### src/hdl/CorePkg.sv
//--------------------------------------------------------------------
// CorePkg
// Shared types for the single-cycle RV32I core: data and address
// types, opcode and ALU operation enums, datapath selector codes,
// the packed control word and the data bus request.
//--------------------------------------------------------------------

package CorePkg;

    typedef logic [31:0] Data;      // Register or memory value
    typedef logic [31:0] InstAddr;  // Instruction byte address
    typedef logic [31:0] DataAddr;  // Data byte address
    typedef logic [31:0] Inst;      // Instruction word
    typedef logic [4:0]  GPRAddr;   // Register index

    localparam InstAddr ResetPc = 32'h0000_0000;  // PC after reset

    // Major opcodes, bits [6:0] of the instruction
    typedef enum logic [6:0] {
        OpcLui    = 7'b0110111,
        OpcAuipc  = 7'b0010111,
        OpcJal    = 7'b1101111,
        OpcJalr   = 7'b1100111,
        OpcBranch = 7'b1100011,
        OpcLoad   = 7'b0000011,
        OpcStore  = 7'b0100011,
        OpcOpImm  = 7'b0010011,
        OpcOp     = 7'b0110011
    } Opcode;

    // funct3 codes for ALU operations
    localparam logic [2:0] F3Add  = 3'b000;  // ADD and SUB
    localparam logic [2:0] F3Sll  = 3'b001;
    localparam logic [2:0] F3Slt  = 3'b010;
    localparam logic [2:0] F3Sltu = 3'b011;
    localparam logic [2:0] F3Xor  = 3'b100;
    localparam logic [2:0] F3Srl  = 3'b101;  // SRL and SRA
    localparam logic [2:0] F3Or   = 3'b110;
    localparam logic [2:0] F3And  = 3'b111;

    // funct3 codes for branch conditions
    localparam logic [2:0] F3Beq  = 3'b000;
    localparam logic [2:0] F3Bne  = 3'b001;
    localparam logic [2:0] F3Blt  = 3'b100;
    localparam logic [2:0] F3Bge  = 3'b101;
    localparam logic [2:0] F3Bltu = 3'b110;
    localparam logic [2:0] F3Bgeu = 3'b111;

    typedef enum logic [3:0] {
        AluAdd, AluSub, AluSll, AluSlt, AluSltu, AluXor,
        AluSrl, AluSra, AluOr, AluAnd, AluPassB
    } AluOp;

    typedef enum logic [1:0] {OpASelRegA, OpASelPc, OpASelZero} OperandASel;
    typedef enum logic [1:0] {OpBSelRegB, OpBSelImm, OpBSelFour} OperandBSel;
    typedef enum logic [1:0] {RegWrSelAlu, RegWrSelLoad, RegWrSelPc4} RegWrSel;
    typedef enum logic [1:0] {PcSelPlus4, PcSelOffset, PcSelRs1} PcNextSel;

    // Full control word of one instruction, 14 bits
    typedef struct packed {
        AluOp       aluOp;
        OperandASel operandASel;
        OperandBSel operandBSel;
        RegWrSel    regWrSel;
        PcNextSel   pcNextSel;
        logic       regWrEnable;
        logic       memWrEnable;
    } DpControl;

    // Core to data memory request, 65 bits
    typedef struct packed {
        DataAddr addr;
        logic    we;
        Data     wdata;
    } DataBusReq;

endpackage

### src/hdl/ALU.sv
//--------------------------------------------------------------------
// ALU
// Combinational arithmetic, logic, shift and compare unit of the
// core. PASSB forwards operand B for LUI.
//--------------------------------------------------------------------

`timescale 1ns/1ps

module ALU (
    input  CorePkg::AluOp i_op,      // Operation
    input  CorePkg::Data  i_dataA,   // Operand A
    input  CorePkg::Data  i_dataB,   // Operand B
    output CorePkg::Data  o_result); // Result

    logic [4:0] shamt;  // Shift amount

    assign shamt = i_dataB[4:0];

    always_comb begin
        case (i_op)
            CorePkg::AluAdd:   o_result = i_dataA + i_dataB;
            CorePkg::AluSub:   o_result = i_dataA - i_dataB;
            CorePkg::AluSll:   o_result = i_dataA << shamt;
            CorePkg::AluSlt:   o_result = {31'b0, $signed(i_dataA) < $signed(i_dataB)};
            CorePkg::AluSltu:  o_result = {31'b0, i_dataA < i_dataB};
            CorePkg::AluXor:   o_result = i_dataA ^ i_dataB;
            CorePkg::AluSrl:   o_result = i_dataA >> shamt;
            // Arithmetic shift keeps the sign bit
            CorePkg::AluSra:   o_result = CorePkg::Data'($signed(i_dataA) >>> shamt);
            CorePkg::AluOr:    o_result = i_dataA | i_dataB;
            CorePkg::AluAnd:   o_result = i_dataA & i_dataB;
            CorePkg::AluPassB: o_result = i_dataB;  // LUI
            default:           o_result = '0;
        endcase
    end

endmodule

### src/hdl/CoreSC.sv
//--------------------------------------------------------------------
// CoreSC
// Single-cycle RV32I core top level. Holds the PC, the PC adders
// and the datapath selectors, and drives the instruction address
// and the data memory request. One instruction per clock.
//--------------------------------------------------------------------

`timescale 1ns/1ps

module CoreSC (
    input  logic               i_clock,      // Clock
    input  logic               i_rst,        // Synchronous reset
    input  CorePkg::Inst       i_inst,       // Fetched instruction
    input  CorePkg::Data       i_dataRdata,  // Load data
    output CorePkg::InstAddr   o_instAddr,   // Fetch address
    output CorePkg::DataBusReq o_dataReq);   // Data memory request

    CorePkg::InstAddr  pc;
    CorePkg::InstAddr  pcNext;
    CorePkg::InstAddr  pcPlus4;
    CorePkg::InstAddr  pcPlusOffset;
    CorePkg::InstAddr  pcPlusRs1;     // JALR target
    CorePkg::GPRAddr   decRs1;
    CorePkg::GPRAddr   decRs2;
    CorePkg::GPRAddr   decRd;
    CorePkg::Data      decImm;
    CorePkg::DpControl ctrl;
    CorePkg::Data      gprRdataA;
    CorePkg::Data      gprRdataB;
    CorePkg::Data      operandA;
    CorePkg::Data      operandB;
    CorePkg::Data      aluResult;
    CorePkg::Data      regWrData;

    //--------------------------------------------------------------------
    // Decode and control
    //--------------------------------------------------------------------

    InstDecoder dec (
        .i_inst (i_inst),
        .o_rs1  (decRs1),
        .o_rs2  (decRs2),
        .o_rd   (decRd),
        .o_imm  (decImm));

    DatapathController dpCtrl (
        .i_inst    (i_inst),
        .i_dataRs1 (gprRdataA),
        .i_dataRs2 (gprRdataB),
        .o_ctrl    (ctrl));

    GPRegisters gpr (
        .i_clock  (i_clock),
        .i_rst    (i_rst),
        .i_raddrA (decRs1),
        .i_raddrB (decRs2),
        .i_waddr  (decRd),
        .i_we     (ctrl.regWrEnable),
        .i_wdata  (regWrData),
        .o_rdataA (gprRdataA),
        .o_rdataB (gprRdataB));

    //--------------------------------------------------------------------
    // Execute
    //--------------------------------------------------------------------

    always_comb begin
        case (ctrl.operandASel)
            CorePkg::OpASelRegA: operandA = gprRdataA;
            CorePkg::OpASelPc:   operandA = pc;
            default:             operandA = '0;  // Zero
        endcase
        case (ctrl.operandBSel)
            CorePkg::OpBSelRegB: operandB = gprRdataB;
            CorePkg::OpBSelImm:  operandB = decImm;
            default:             operandB = 32'd4;  // Four
        endcase
    end

    ALU alu (
        .i_op     (ctrl.aluOp),
        .i_dataA  (operandA),
        .i_dataB  (operandB),
        .o_result (aluResult));

    // Write-back selector
    always_comb begin
        case (ctrl.regWrSel)
            CorePkg::RegWrSelAlu:  regWrData = aluResult;
            CorePkg::RegWrSelLoad: regWrData = i_dataRdata;
            default:               regWrData = pcPlus4;  // Link
        endcase
    end

    //--------------------------------------------------------------------
    // Program counter
    //--------------------------------------------------------------------

    assign pcPlus4      = pc + 32'd4;
    assign pcPlusOffset = pc + decImm;
    assign pcPlusRs1    = (gprRdataA + decImm) & ~32'd1;  // Bit 0 cleared

    always_comb begin
        case (ctrl.pcNextSel)
            CorePkg::PcSelOffset: pcNext = pcPlusOffset;  // Branch, JAL
            CorePkg::PcSelRs1:    pcNext = pcPlusRs1;     // JALR
            default:              pcNext = pcPlus4;
        endcase
    end

    always_ff @(posedge i_clock) begin
        if (i_rst)
            pc <= CorePkg::ResetPc;
        else
            pc <= pcNext;
    end

    // Bus outputs
    assign o_instAddr      = pc;
    assign o_dataReq.addr  = aluResult;                      // rs1 + offset
    assign o_dataReq.we    = ctrl.memWrEnable && !i_rst;     // No stores in reset
    assign o_dataReq.wdata = gprRdataB;

endmodule

### src/hdl/DatapathController.sv
//--------------------------------------------------------------------
// DatapathController
// Decodes opcode, funct3 and funct7 into the datapath control word
// and resolves conditional branches from the register values.
//--------------------------------------------------------------------

`timescale 1ns/1ps

module DatapathController (
    input  CorePkg::Inst      i_inst,     // Instruction word
    input  CorePkg::Data      i_dataRs1,  // Value of rs1
    input  CorePkg::Data      i_dataRs2,  // Value of rs2
    output CorePkg::DpControl o_ctrl);    // Control word

    CorePkg::Opcode opcode;
    logic [2:0]     funct3;
    logic           funct7Bit5;     // SUB and SRA marker
    logic           isEqual;
    logic           isLessSigned;
    logic           isLessUnsigned;
    logic           branchTaken;

    assign opcode     = CorePkg::Opcode'(i_inst[6:0]);
    assign funct3     = i_inst[14:12];
    assign funct7Bit5 = i_inst[30];

    // ALU operation from funct3, SUB only for register form
    function automatic CorePkg::AluOp decodeAluOp(input logic [2:0] f3,
                                                  input logic       alt,
                                                  input logic       isReg);
        CorePkg::AluOp op;
        case (f3)
            CorePkg::F3Add:  op = (isReg && alt) ? CorePkg::AluSub : CorePkg::AluAdd;
            CorePkg::F3Sll:  op = CorePkg::AluSll;
            CorePkg::F3Slt:  op = CorePkg::AluSlt;
            CorePkg::F3Sltu: op = CorePkg::AluSltu;
            CorePkg::F3Xor:  op = CorePkg::AluXor;
            CorePkg::F3Srl:  op = alt ? CorePkg::AluSra : CorePkg::AluSrl;
            CorePkg::F3Or:   op = CorePkg::AluOr;
            CorePkg::F3And:  op = CorePkg::AluAnd;
            default:         op = CorePkg::AluAdd;
        endcase
        return op;
    endfunction

    //--------------------------------------------------------------------
    // Branch comparison
    //--------------------------------------------------------------------

    assign isEqual        = i_dataRs1 == i_dataRs2;
    assign isLessSigned   = $signed(i_dataRs1) < $signed(i_dataRs2);
    assign isLessUnsigned = i_dataRs1 < i_dataRs2;

    always_comb begin
        case (funct3)
            CorePkg::F3Beq:  branchTaken = isEqual;
            CorePkg::F3Bne:  branchTaken = !isEqual;
            CorePkg::F3Blt:  branchTaken = isLessSigned;
            CorePkg::F3Bge:  branchTaken = !isLessSigned;
            CorePkg::F3Bltu: branchTaken = isLessUnsigned;
            CorePkg::F3Bgeu: branchTaken = !isLessUnsigned;
            default:         branchTaken = 1'b0;  // Reserved codes never jump
        endcase
    end

    //--------------------------------------------------------------------
    // Control word
    //--------------------------------------------------------------------

    always_comb begin
        // No-op defaults, also used for unknown opcodes
        o_ctrl.aluOp       = CorePkg::AluAdd;
        o_ctrl.operandASel = CorePkg::OpASelRegA;
        o_ctrl.operandBSel = CorePkg::OpBSelRegB;
        o_ctrl.regWrSel    = CorePkg::RegWrSelAlu;
        o_ctrl.pcNextSel   = CorePkg::PcSelPlus4;
        o_ctrl.regWrEnable = 1'b0;
        o_ctrl.memWrEnable = 1'b0;

        case (opcode)
            CorePkg::OpcLui: begin
                o_ctrl.aluOp       = CorePkg::AluPassB;
                o_ctrl.operandASel = CorePkg::OpASelZero;
                o_ctrl.operandBSel = CorePkg::OpBSelImm;
                o_ctrl.regWrEnable = 1'b1;
            end
            CorePkg::OpcAuipc: begin
                o_ctrl.operandASel = CorePkg::OpASelPc;   // PC + upper imm
                o_ctrl.operandBSel = CorePkg::OpBSelImm;
                o_ctrl.regWrEnable = 1'b1;
            end
            CorePkg::OpcJal, CorePkg::OpcJalr: begin
                o_ctrl.operandASel = CorePkg::OpASelPc;   // ALU mirrors PC+4
                o_ctrl.operandBSel = CorePkg::OpBSelFour;
                o_ctrl.regWrSel    = CorePkg::RegWrSelPc4;  // Link value
                o_ctrl.pcNextSel   = (opcode == CorePkg::OpcJal) ?
                                     CorePkg::PcSelOffset : CorePkg::PcSelRs1;
                o_ctrl.regWrEnable = 1'b1;
            end
            CorePkg::OpcBranch: begin
                o_ctrl.aluOp     = CorePkg::AluSub;
                o_ctrl.pcNextSel = branchTaken ? CorePkg::PcSelOffset : CorePkg::PcSelPlus4;
            end
            CorePkg::OpcLoad: begin
                o_ctrl.operandBSel = CorePkg::OpBSelImm;  // rs1 + offset
                o_ctrl.regWrSel    = CorePkg::RegWrSelLoad;
                o_ctrl.regWrEnable = 1'b1;
            end
            CorePkg::OpcStore: begin
                o_ctrl.operandBSel = CorePkg::OpBSelImm;
                o_ctrl.memWrEnable = 1'b1;
            end
            CorePkg::OpcOpImm: begin
                o_ctrl.aluOp       = decodeAluOp(funct3, funct7Bit5, 1'b0);
                o_ctrl.operandBSel = CorePkg::OpBSelImm;
                o_ctrl.regWrEnable = 1'b1;
            end
            CorePkg::OpcOp: begin
                o_ctrl.aluOp       = decodeAluOp(funct3, funct7Bit5, 1'b1);
                o_ctrl.regWrEnable = 1'b1;
            end
            default: ;  // Keep the no-op word
        endcase
    end

endmodule

### src/hdl/GPRegisters.sv
//--------------------------------------------------------------------
// GPRegisters
// 32x32 register file, two combinational reads and one write at
// the rising edge. x0 always reads zero.
//--------------------------------------------------------------------

`timescale 1ns/1ps

module GPRegisters (
    input  logic            i_clock,   // Clock
    input  logic            i_rst,     // Synchronous reset
    input  CorePkg::GPRAddr i_raddrA,  // Read address A
    input  CorePkg::GPRAddr i_raddrB,  // Read address B
    input  CorePkg::GPRAddr i_waddr,   // Write address
    input  logic            i_we,      // Write enable
    input  CorePkg::Data    i_wdata,   // Write data
    output CorePkg::Data    o_rdataA,  // Read data A
    output CorePkg::Data    o_rdataB); // Read data B

    CorePkg::Data regs [1:31];  // x1 to x31

    always_ff @(posedge i_clock) begin
        if (i_rst) begin
            for (int i = 1; i < 32; i++)
                regs[i] <= '0;
        end
        else if (i_we && (i_waddr != 5'd0))  // Writes to x0 dropped
            regs[i_waddr] <= i_wdata;
    end

    // No bypass, a write shows up in the next cycle
    assign o_rdataA = (i_raddrA == 5'd0) ? '0 : regs[i_raddrA];
    assign o_rdataB = (i_raddrB == 5'd0) ? '0 : regs[i_raddrB];

endmodule

### src/hdl/InstDecoder.sv
//--------------------------------------------------------------------
// InstDecoder
// Extracts the register fields of an RV32I instruction and builds
// the sign-extended immediate of its format (I, S, B, U or J).
//--------------------------------------------------------------------

`timescale 1ns/1ps

module InstDecoder (
    input  CorePkg::Inst    i_inst,  // Instruction word
    output CorePkg::GPRAddr o_rs1,   // Source register 1
    output CorePkg::GPRAddr o_rs2,   // Source register 2
    output CorePkg::GPRAddr o_rd,    // Destination register
    output CorePkg::Data    o_imm);  // Immediate, sign-extended

    CorePkg::Opcode opcode;
    CorePkg::Data   immI;
    CorePkg::Data   immS;
    CorePkg::Data   immB;
    CorePkg::Data   immU;
    CorePkg::Data   immJ;

    assign opcode = CorePkg::Opcode'(i_inst[6:0]);

    // Register fields sit at fixed positions in every format
    assign o_rs1 = i_inst[19:15];
    assign o_rs2 = i_inst[24:20];
    assign o_rd  = i_inst[11:7];

    //--------------------------------------------------------------------
    // Immediate formats
    //--------------------------------------------------------------------

    assign immI = {{20{i_inst[31]}}, i_inst[31:20]};
    assign immS = {{20{i_inst[31]}}, i_inst[31:25], i_inst[11:7]};
    assign immB = {{19{i_inst[31]}}, i_inst[31], i_inst[7],   // Bit 12 and 11
                   i_inst[30:25], i_inst[11:8], 1'b0};        // Always even
    assign immU = {i_inst[31:12], 12'b0};                     // Upper 20 bits
    assign immJ = {{11{i_inst[31]}}, i_inst[31], i_inst[19:12],
                   i_inst[20], i_inst[30:21], 1'b0};

    // Format chosen by opcode
    always_comb begin
        case (opcode)
            CorePkg::OpcJalr,
            CorePkg::OpcLoad,
            CorePkg::OpcOpImm:  o_imm = immI;
            CorePkg::OpcStore:  o_imm = immS;
            CorePkg::OpcBranch: o_imm = immB;
            CorePkg::OpcLui,
            CorePkg::OpcAuipc:  o_imm = immU;
            CorePkg::OpcJal:    o_imm = immJ;
            default:            o_imm = '0;  // R format and unknown
        endcase
    end

endmodule

### config.mk
export PLATFORM = sky130hd
export DESIGN_NAME = CoreSC
export DESIGN_NICKNAME = d
export VERILOG_FILES = /design/src/hdl/CorePkg.sv /design/src/hdl/ALU.sv /design/src/hdl/CoreSC.sv /design/src/hdl/DatapathController.sv /design/src/hdl/GPRegisters.sv /design/src/hdl/InstDecoder.sv
export SDC_FILE = /design/constraint.sdc
export NUM_CORES = 2
export LEC_CHECK = 0
export BUFFER_PORTS_ARGS = -buffer_cell sky130_fd_sc_hd__buf_2
export CAP_MARGIN = 20
export CORE_AREA = 2 2 377 379
export CTS_CLUSTER_DIAMETER = 150
export DETAILED_ROUTE_END_ITERATION = 8
export DIE_AREA = 0 0 379 381
export PLACE_DENSITY = 0.68
export SLEW_MARGIN = 20
export SYNTH_ARGS = -nofsm -noshare
export SYNTH_HDL_FRONTEND = slang
export SYNTH_SLANG_ARGS = --single-unit
### constraint.sdc
create_clock -name i_clock -period 8.66 [get_ports i_clock]
set_input_delay 1.299 -clock i_clock [delete_from_list [all_inputs] [get_ports i_clock]]
set_output_delay 1.299 -clock i_clock [all_outputs]
set_load 0.03 [all_outputs]
After elaboration in Yosys (flattened, before gate mapping)
Memories as Yosys holds them, arrays and structs flattened.
Index checks and enable logic that the tools add are counted.
{"block": "word_totals", "output_inout_bits": 97, "regBits": 32, "n_memories": 1, "word_cells": 100, "mem_bits_rw": 992, "inputBits": 66}
{"name": "gpr.regs", "words": 31, "width": 32, "rd": 2, "rd_clocked_by_memory_dff": 0, "write_ports": 31, "line": "GPRegisters.sv:20", "source": "CorePkg::Data regs [1:31];"}
{"block": "op_classes", "order_cmp": 4, "n_bitwise": 3, "n_shift": 3, "mux": 30, "n_eq_ne": 32, "n_reduce_logical": 21, "add_sub_neg": 5}
{"op": "32-bit case mux with 11 select lines", "count": 1}
{"op": "32-bit case mux with 2 select lines", "count": 4}
{"op": "32-bit case mux with 5 select lines", "count": 1}
{"op": "32-bit < comparator", "count": 4}
{"op": "32-bit adder", "count": 3}
{"op": "32-bit 2-to-1 mux", "count": 3}
{"op": "4-bit case mux with 8 select lines", "count": 2}
{"op": "32-bit by 3-bit adder with 32-bit output (second input constant)", "count": 1}
{"op": "32-bit AND", "count": 1}
{"op": "32-bit == test", "count": 1}
{"op": "32-bit bitwise OR", "count": 1}
{"op": "32-bit OR reduction", "count": 1}
{"op": "32-bit by 5-bit left shift with 32-bit output", "count": 1}
{"op": "32-bit by 5-bit right shift with 32-bit output", "count": 1}
{"op": "32-bit by 5-bit >>> shifter with 32-bit output", "count": 1}
{"op": "32-bit subtractor", "count": 1}
{"op": "32-bit bitwise XOR", "count": 1}
{"op": "7-bit by 6-bit == test with 1-bit output (second input constant)", "count": 3}
{"op": "7-bit == test (second input constant)", "count": 3}
{"op": "4-bit by 3-bit == test with 1-bit output (second input constant)", "count": 4}
{"op": "2-bit case mux with 2 select lines", "count": 4}
{"op": "4-bit case mux with 4 select lines", "count": 1}
{"op": "7-bit by 5-bit == test with 1-bit output (second input constant)", "count": 2}
{"op": "3-bit == test (second input constant)", "count": 4}
{"op": "23 further kinds", "count": 49}

Depth between registers and ports, before layout
{"block": "logic_depth", "ltp_word": 9, "mapped_depth": 34, "mapped_depth_nobuf": 25}

Cells and area by module
A second synthesis with hierarchy kept.
{"block": "unflattened", "hier_cells": 6298, "area_unflattened_um2": 72040.3}
{"module": "GPRegisters", "area_per_inst_um2": 54631.1, "seq_area_each_um2": 30749.5, "cells_per_inst": 3765, "n_inst": 1}
{"module": "ALU", "area_per_inst_um2": 8932.3, "seq_area_each_um2": 0.0, "cells_per_inst": 1381, "n_inst": 1}
{"module": "CoreSC", "area_per_inst_um2": 6641.4, "seq_area_each_um2": 640.6, "cells_per_inst": 895, "n_inst": 1}
{"module": "DatapathController", "area_per_inst_um2": 1141.1, "seq_area_each_um2": 0.0, "cells_per_inst": 169, "n_inst": 1}
{"module": "InstDecoder", "area_per_inst_um2": 694.4, "seq_area_each_um2": 0.0, "cells_per_inst": 88, "n_inst": 1}

Least setup slack after synthesis
Ideal clock, no wire load.
{"block": "synth_timing", "path_kind": "in2out", "startpoint": "input port i_inst[20]", "endpoint": "output port o_dataReq[64] (netlist bit)", "t_required_ns": 7.361, "arrival_time_ns": 8.243, "cell_stages": 27, "slack_ns": -0.882, "path_buffers": 11, "path_cell_list": "buf_6 -> buf_6 -> buf_2 -> buf_4 -> buf_4 -> buf_4 -> buf_2 -> buf_4 -> buf_2 -> buf_2 -> mux4_2 -> mux4_2 -> nand2_1 -> a21oi_1 -> a22oi_1 -> ha_1 -> clkbuf_1 -> or4_1 -> or2_2 -> nor2_1 -> inv_1 -> a211oi_1 -> o31ai_1 -> a2111oi_0 -> mux2i_1 -> nor4b_1 -> nand3_1"}
{"item": "start: declaration", "line": "CoreSC.sv:13", "source": "input CorePkg::Inst i_inst,"}
{"item": "end: declaration", "line": "CoreSC.sv:16", "source": "output CorePkg::DataBusReq o_dataReq);"}

==> flow_summary.json <==
{
  "yosys.area.top_type": "edfxtp_1",
  "final.period_utilization_pct": 100.4,
  "arrival_ns": 7.39,
  "synth-seq-area-share_pct": 45.09,
  "synth_area_leaders": "edfxtp_1 44%, mux4_2 15%, nor2_1 6.1%",
  "grt_pass1_vias": 56516,
  "holdCritPathClass": "reg -> reg",
  "grt_pass1_wl_um": 419900,
  "gp_congestion": 1.141,
  "slowest_delay_ns": 0.93,
  "leakage_nw": 30.47,
  "drtAntennaViolNets": 0,
  "nets": 6510,
  "die_area_mm2": 0.1444,
  "die_w_um": 379,
  "firstDrtPassIters": 8,
  "whs_ns": 0.7575,
  "layout-drive-gt1-share_pct": 22.97,
  "cts.sinks": 1056,
  "required_ns": 7.36,
  "clk_pin_slew_ns": 0.06,
  "synth_edf_count": 1024,
  "synth_warnings": 0,
  "rr_worst_depth": 22,
  "synthesis.instances": 6077,
  "whs_path_depth": 3,
  "violations": "negative setup slack",
  "rsz0062_at_grt": "yes",
  "core_area_mm2": 0.1406,
  "critical_path_buf_inv_count": 5,
  "hold_viol_final": 0,
  "cap_violations": 0,
  "cts_inserted_buffers": 109,
  "yosys_register_bits": 1056,
  "ir_worst_vdd_uv": 192.5,
  "syn2layout_area_growth_pct": 12.19,
  "fp-row-count": 138,
  "crit_family": "compound AO/OA/AOI/OAI gates",
  "cp_max_fo": 45,
  "vias_per_cell": 7.091,
  "cts_tree": "built",
  "synthArstFlopShare_pct": 0,
  "cp.depth": 20,
  "fin_crit_ns": 8.691,
  "reg2reg_setup_slack_ns": 1.91,
  "slew_viol_final": 0,
  "wl_um": 300000,
  "cts_max_level": 3,
  "setup-violations-final": 1,
  "grt_max_degree": 64,
  "track_usage_pct": 41.12,
  "ios": 163,
  "max_freq_mhz": 115.1,
  "worst_pin_slew_ns": 1.162,
  "die_h_um": 381,
  "cts_root_buf": "clkbuf_16",
  "path_cells": "buf_8 -> buf_12 -> buf_4 -> mux4_2 -> mux4_2 -> nand2b_1 -> a21oi_1 -> a22oi_1 -> ha_1 -> inv_1 -> a21o_1 -> a21o_1 -> a21oi_1 -> o21ai_0 -> a221oi_2 -> o221ai_1 -> a211oi_2 -> o21ai_0 -> or2_2 -> buf_2",
  "ys.flop_type": "edfxtp_1",
  "clock_latency_ns": 0.76,
  "finalPower_w": 0.01621,
  "portBuffers": 162,
  "vias": 58329,
  "relSlewSlack_pct": 20.52,
  "netlist.area_leader.share_pct": 44.17,
  "skew_ns": 0.06717,
  "start_util_pct": 49.53,
  "powerDensity_mw_per_mm2": 207.6,
  "end_kind": "output port",
  "start_kind": "input pin",
  "wl_per_cell_um": 36.47,
  "setup_slack_ns": -0.03119,
  "final_area_mm2": 0.07809,
  "slowest_stage": "a21oi_1",
  "cts.path.max_buffers": 3,
  "ys_types": 107,
  "dp_hpwl_um": 209700,
  "status": "complete, but fails checks",
  "drc": 0,
  "fillers": 11888,
  "synth_area_mm2": 0.06961,
  "path_class": "in -> out",
  "grt_antenna_before_repair": 15,
  "placed_cell_area_mm2": 0.07454,
  "drtIter0Drc": 10364,
  "synth_area_per_cell_um2": 11.45,
  "grt_remaining_overflow": 0
}
[metrics by stage]
step | setup TNS [ns] | util [%] | worst slack (ns) | std cells
after floorplan | 0 | - | 0.0002656 | 6108
after global placement | -0.3970 | 53.03 | -0.1580 | 8021
after detailed placement | -0.5948 | 53.03 | -0.1634 | 8021
after CTS | 0 | 55.52 | 0.03260 | 8219
after global routing | -0.01457 | 55.56 | -0.01457 | 8222
final | -0.03119 | 55.56 | -0.03119 | 8226
[cell usage in the layout, fill, tap and decap left out, types with 68 or more instances in the layout]
| master | Yosys | layout |
|---|---|---|
| nor3_1 | 74 | 71 |
| a21oi_1 | 239 | 231 |
| mux2i_1 | 289 | 289 |
| nor2_1 | 1140 | 1133 |
| inv_1 | 178 | 178 |
| a22oi_1 | 85 | 80 |
| o22ai_1 | 68 | 68 |
| mux4_2 | 468 | 468 |
| buf_2 | 140 | 153 |
| edfxtp_1 | 1024 | 1024 |
| buf_4 | 28 | 366 |
| a21o_1 | 90 | 89 |
| a211oi_1 | 135 | 134 |
| nand2_1 | 288 | 257 |
| o21ai_0 | 151 | 148 |
| clkbuf_16 | 0 | 111 |
| ha_1 | 196 | 195 |
[what timing repair did]
action                                  CTS  global route
resized for setup                         2             5
pin swaps                                 0             1
hold buffers                              0             0
setup buffers                             0             2
endpoints found under the setup margin    7            14
cloned                                    0             0
[worst register-to-register path, cell delays in order (launching register included)]
cell and delay [ns]:
edfxtp_1 0.39, mux4_2 0.45, a22oi_1 0.44, a22o_1 0.55
a2bb2oi_1 0.55, inv_1 0.14, ha_1 0.34, buf_4 0.16
inv_1 0.06, o311a_1 0.19, o22ai_1 0.15, o221ai_1 0.38
buf_4 0.22, a31o_2 0.20, a21oi_1 0.07, o211ai_1 0.18
o21ai_0 0.15, xnor2_1 0.51, o2111ai_1 0.30, buf_4 0.31
a221oi_4 0.33, buf_12 0.25, nor2_1 0.11
[state kept, by name (all words and copies together) (netlist names)]
register,count
gpr.regs,1024
o_instAddr,32
[routing by layer]
layer  track usage [%]  vias up  routed length (um)  share of wire, %
li1                  -    23561                   -                 -
met1             51.44    28614              100800                34
met2             60.08     4973              128000                43
met4             28.03       14               25660               8.6
met5                 0        -                 103             0.034
met3             14.01     1167               45460                15
[worst paths after layout]
check	startpoint	to
worst max-delay path	i_inst[21]	o_dataReq[63]
worst max register to register	gpr.regs[25][4]$_SDFFCE_PN0P_	gpr.regs[14][18]$_SDFFCE_PN0P_
worst min-delay path	o_instAddr[23]$_SDFF_PP0_	o_instAddr[23]$_SDFF_PP0_
worst min register to register	o_instAddr[23]$_SDFF_PP0_	o_instAddr[23]$_SDFF_PP0_
[synthesized netlist by cell type, types with 64 or more instances]
library cell / n
a22oi_1: 85
a21o_1: 90
nor3_1: 74
o22ai_1: 68
nand2_1: 288
mux2i_1: 289
nor2b_1: 66
buf_2: 140
a21oi_1: 239
nand2b_1: 74
clkbuf_1: 298
inv_1: 178
mux4_2: 468
a211oi_1: 135
edfxtp_1: 1024
a22o_1: 64
nor2_1: 1140
o21ai_0: 151
ha_1: 196
[cell families after synthesis]
logic type	Yosys count	synth area share, %
AND/OR/NAND/NOR	1925	12.15
AO/OA/AOI/OAI	1274	13.39
flip-flops	1056	45.09
multiplexers	777	19.64
buffers and inverters	749	4.896
adder cells (fa/ha/maj)	200	3.638
XOR/XNOR	95	1.195
other	1	0.005387
[power by group]
part / total [W] / switching, W / leakage [nW] / internal [W]
clock: 0.00472 / 0.00210 / 1.70 / 0.00262
sequential: 0.00595 / 0.000126 / 10.8 / 0.00582
combinational: 0.00555 / 0.00379 / 17.9 / 0.00176
total: 0.0162 / 0.00602 / 30.5 / 0.0102
[area by class of cell]
cell class                      count  area [um2]  area share, %
Antenna cell                        5       12.51        0.01602
Clock buffer                      132        2856          3.658
Clock inverter                     66       624.3         0.7995
Inverter                          202       758.2         0.9709
Multi-Input combinational cell   4303       35550          45.52
Sequential cell                  1056       31390          40.19
Tap cell                         1890        2365          3.028
Timing Repair Buffer              572        4543          5.817
No activity file was read; power rests on OpenSTA's default activity.
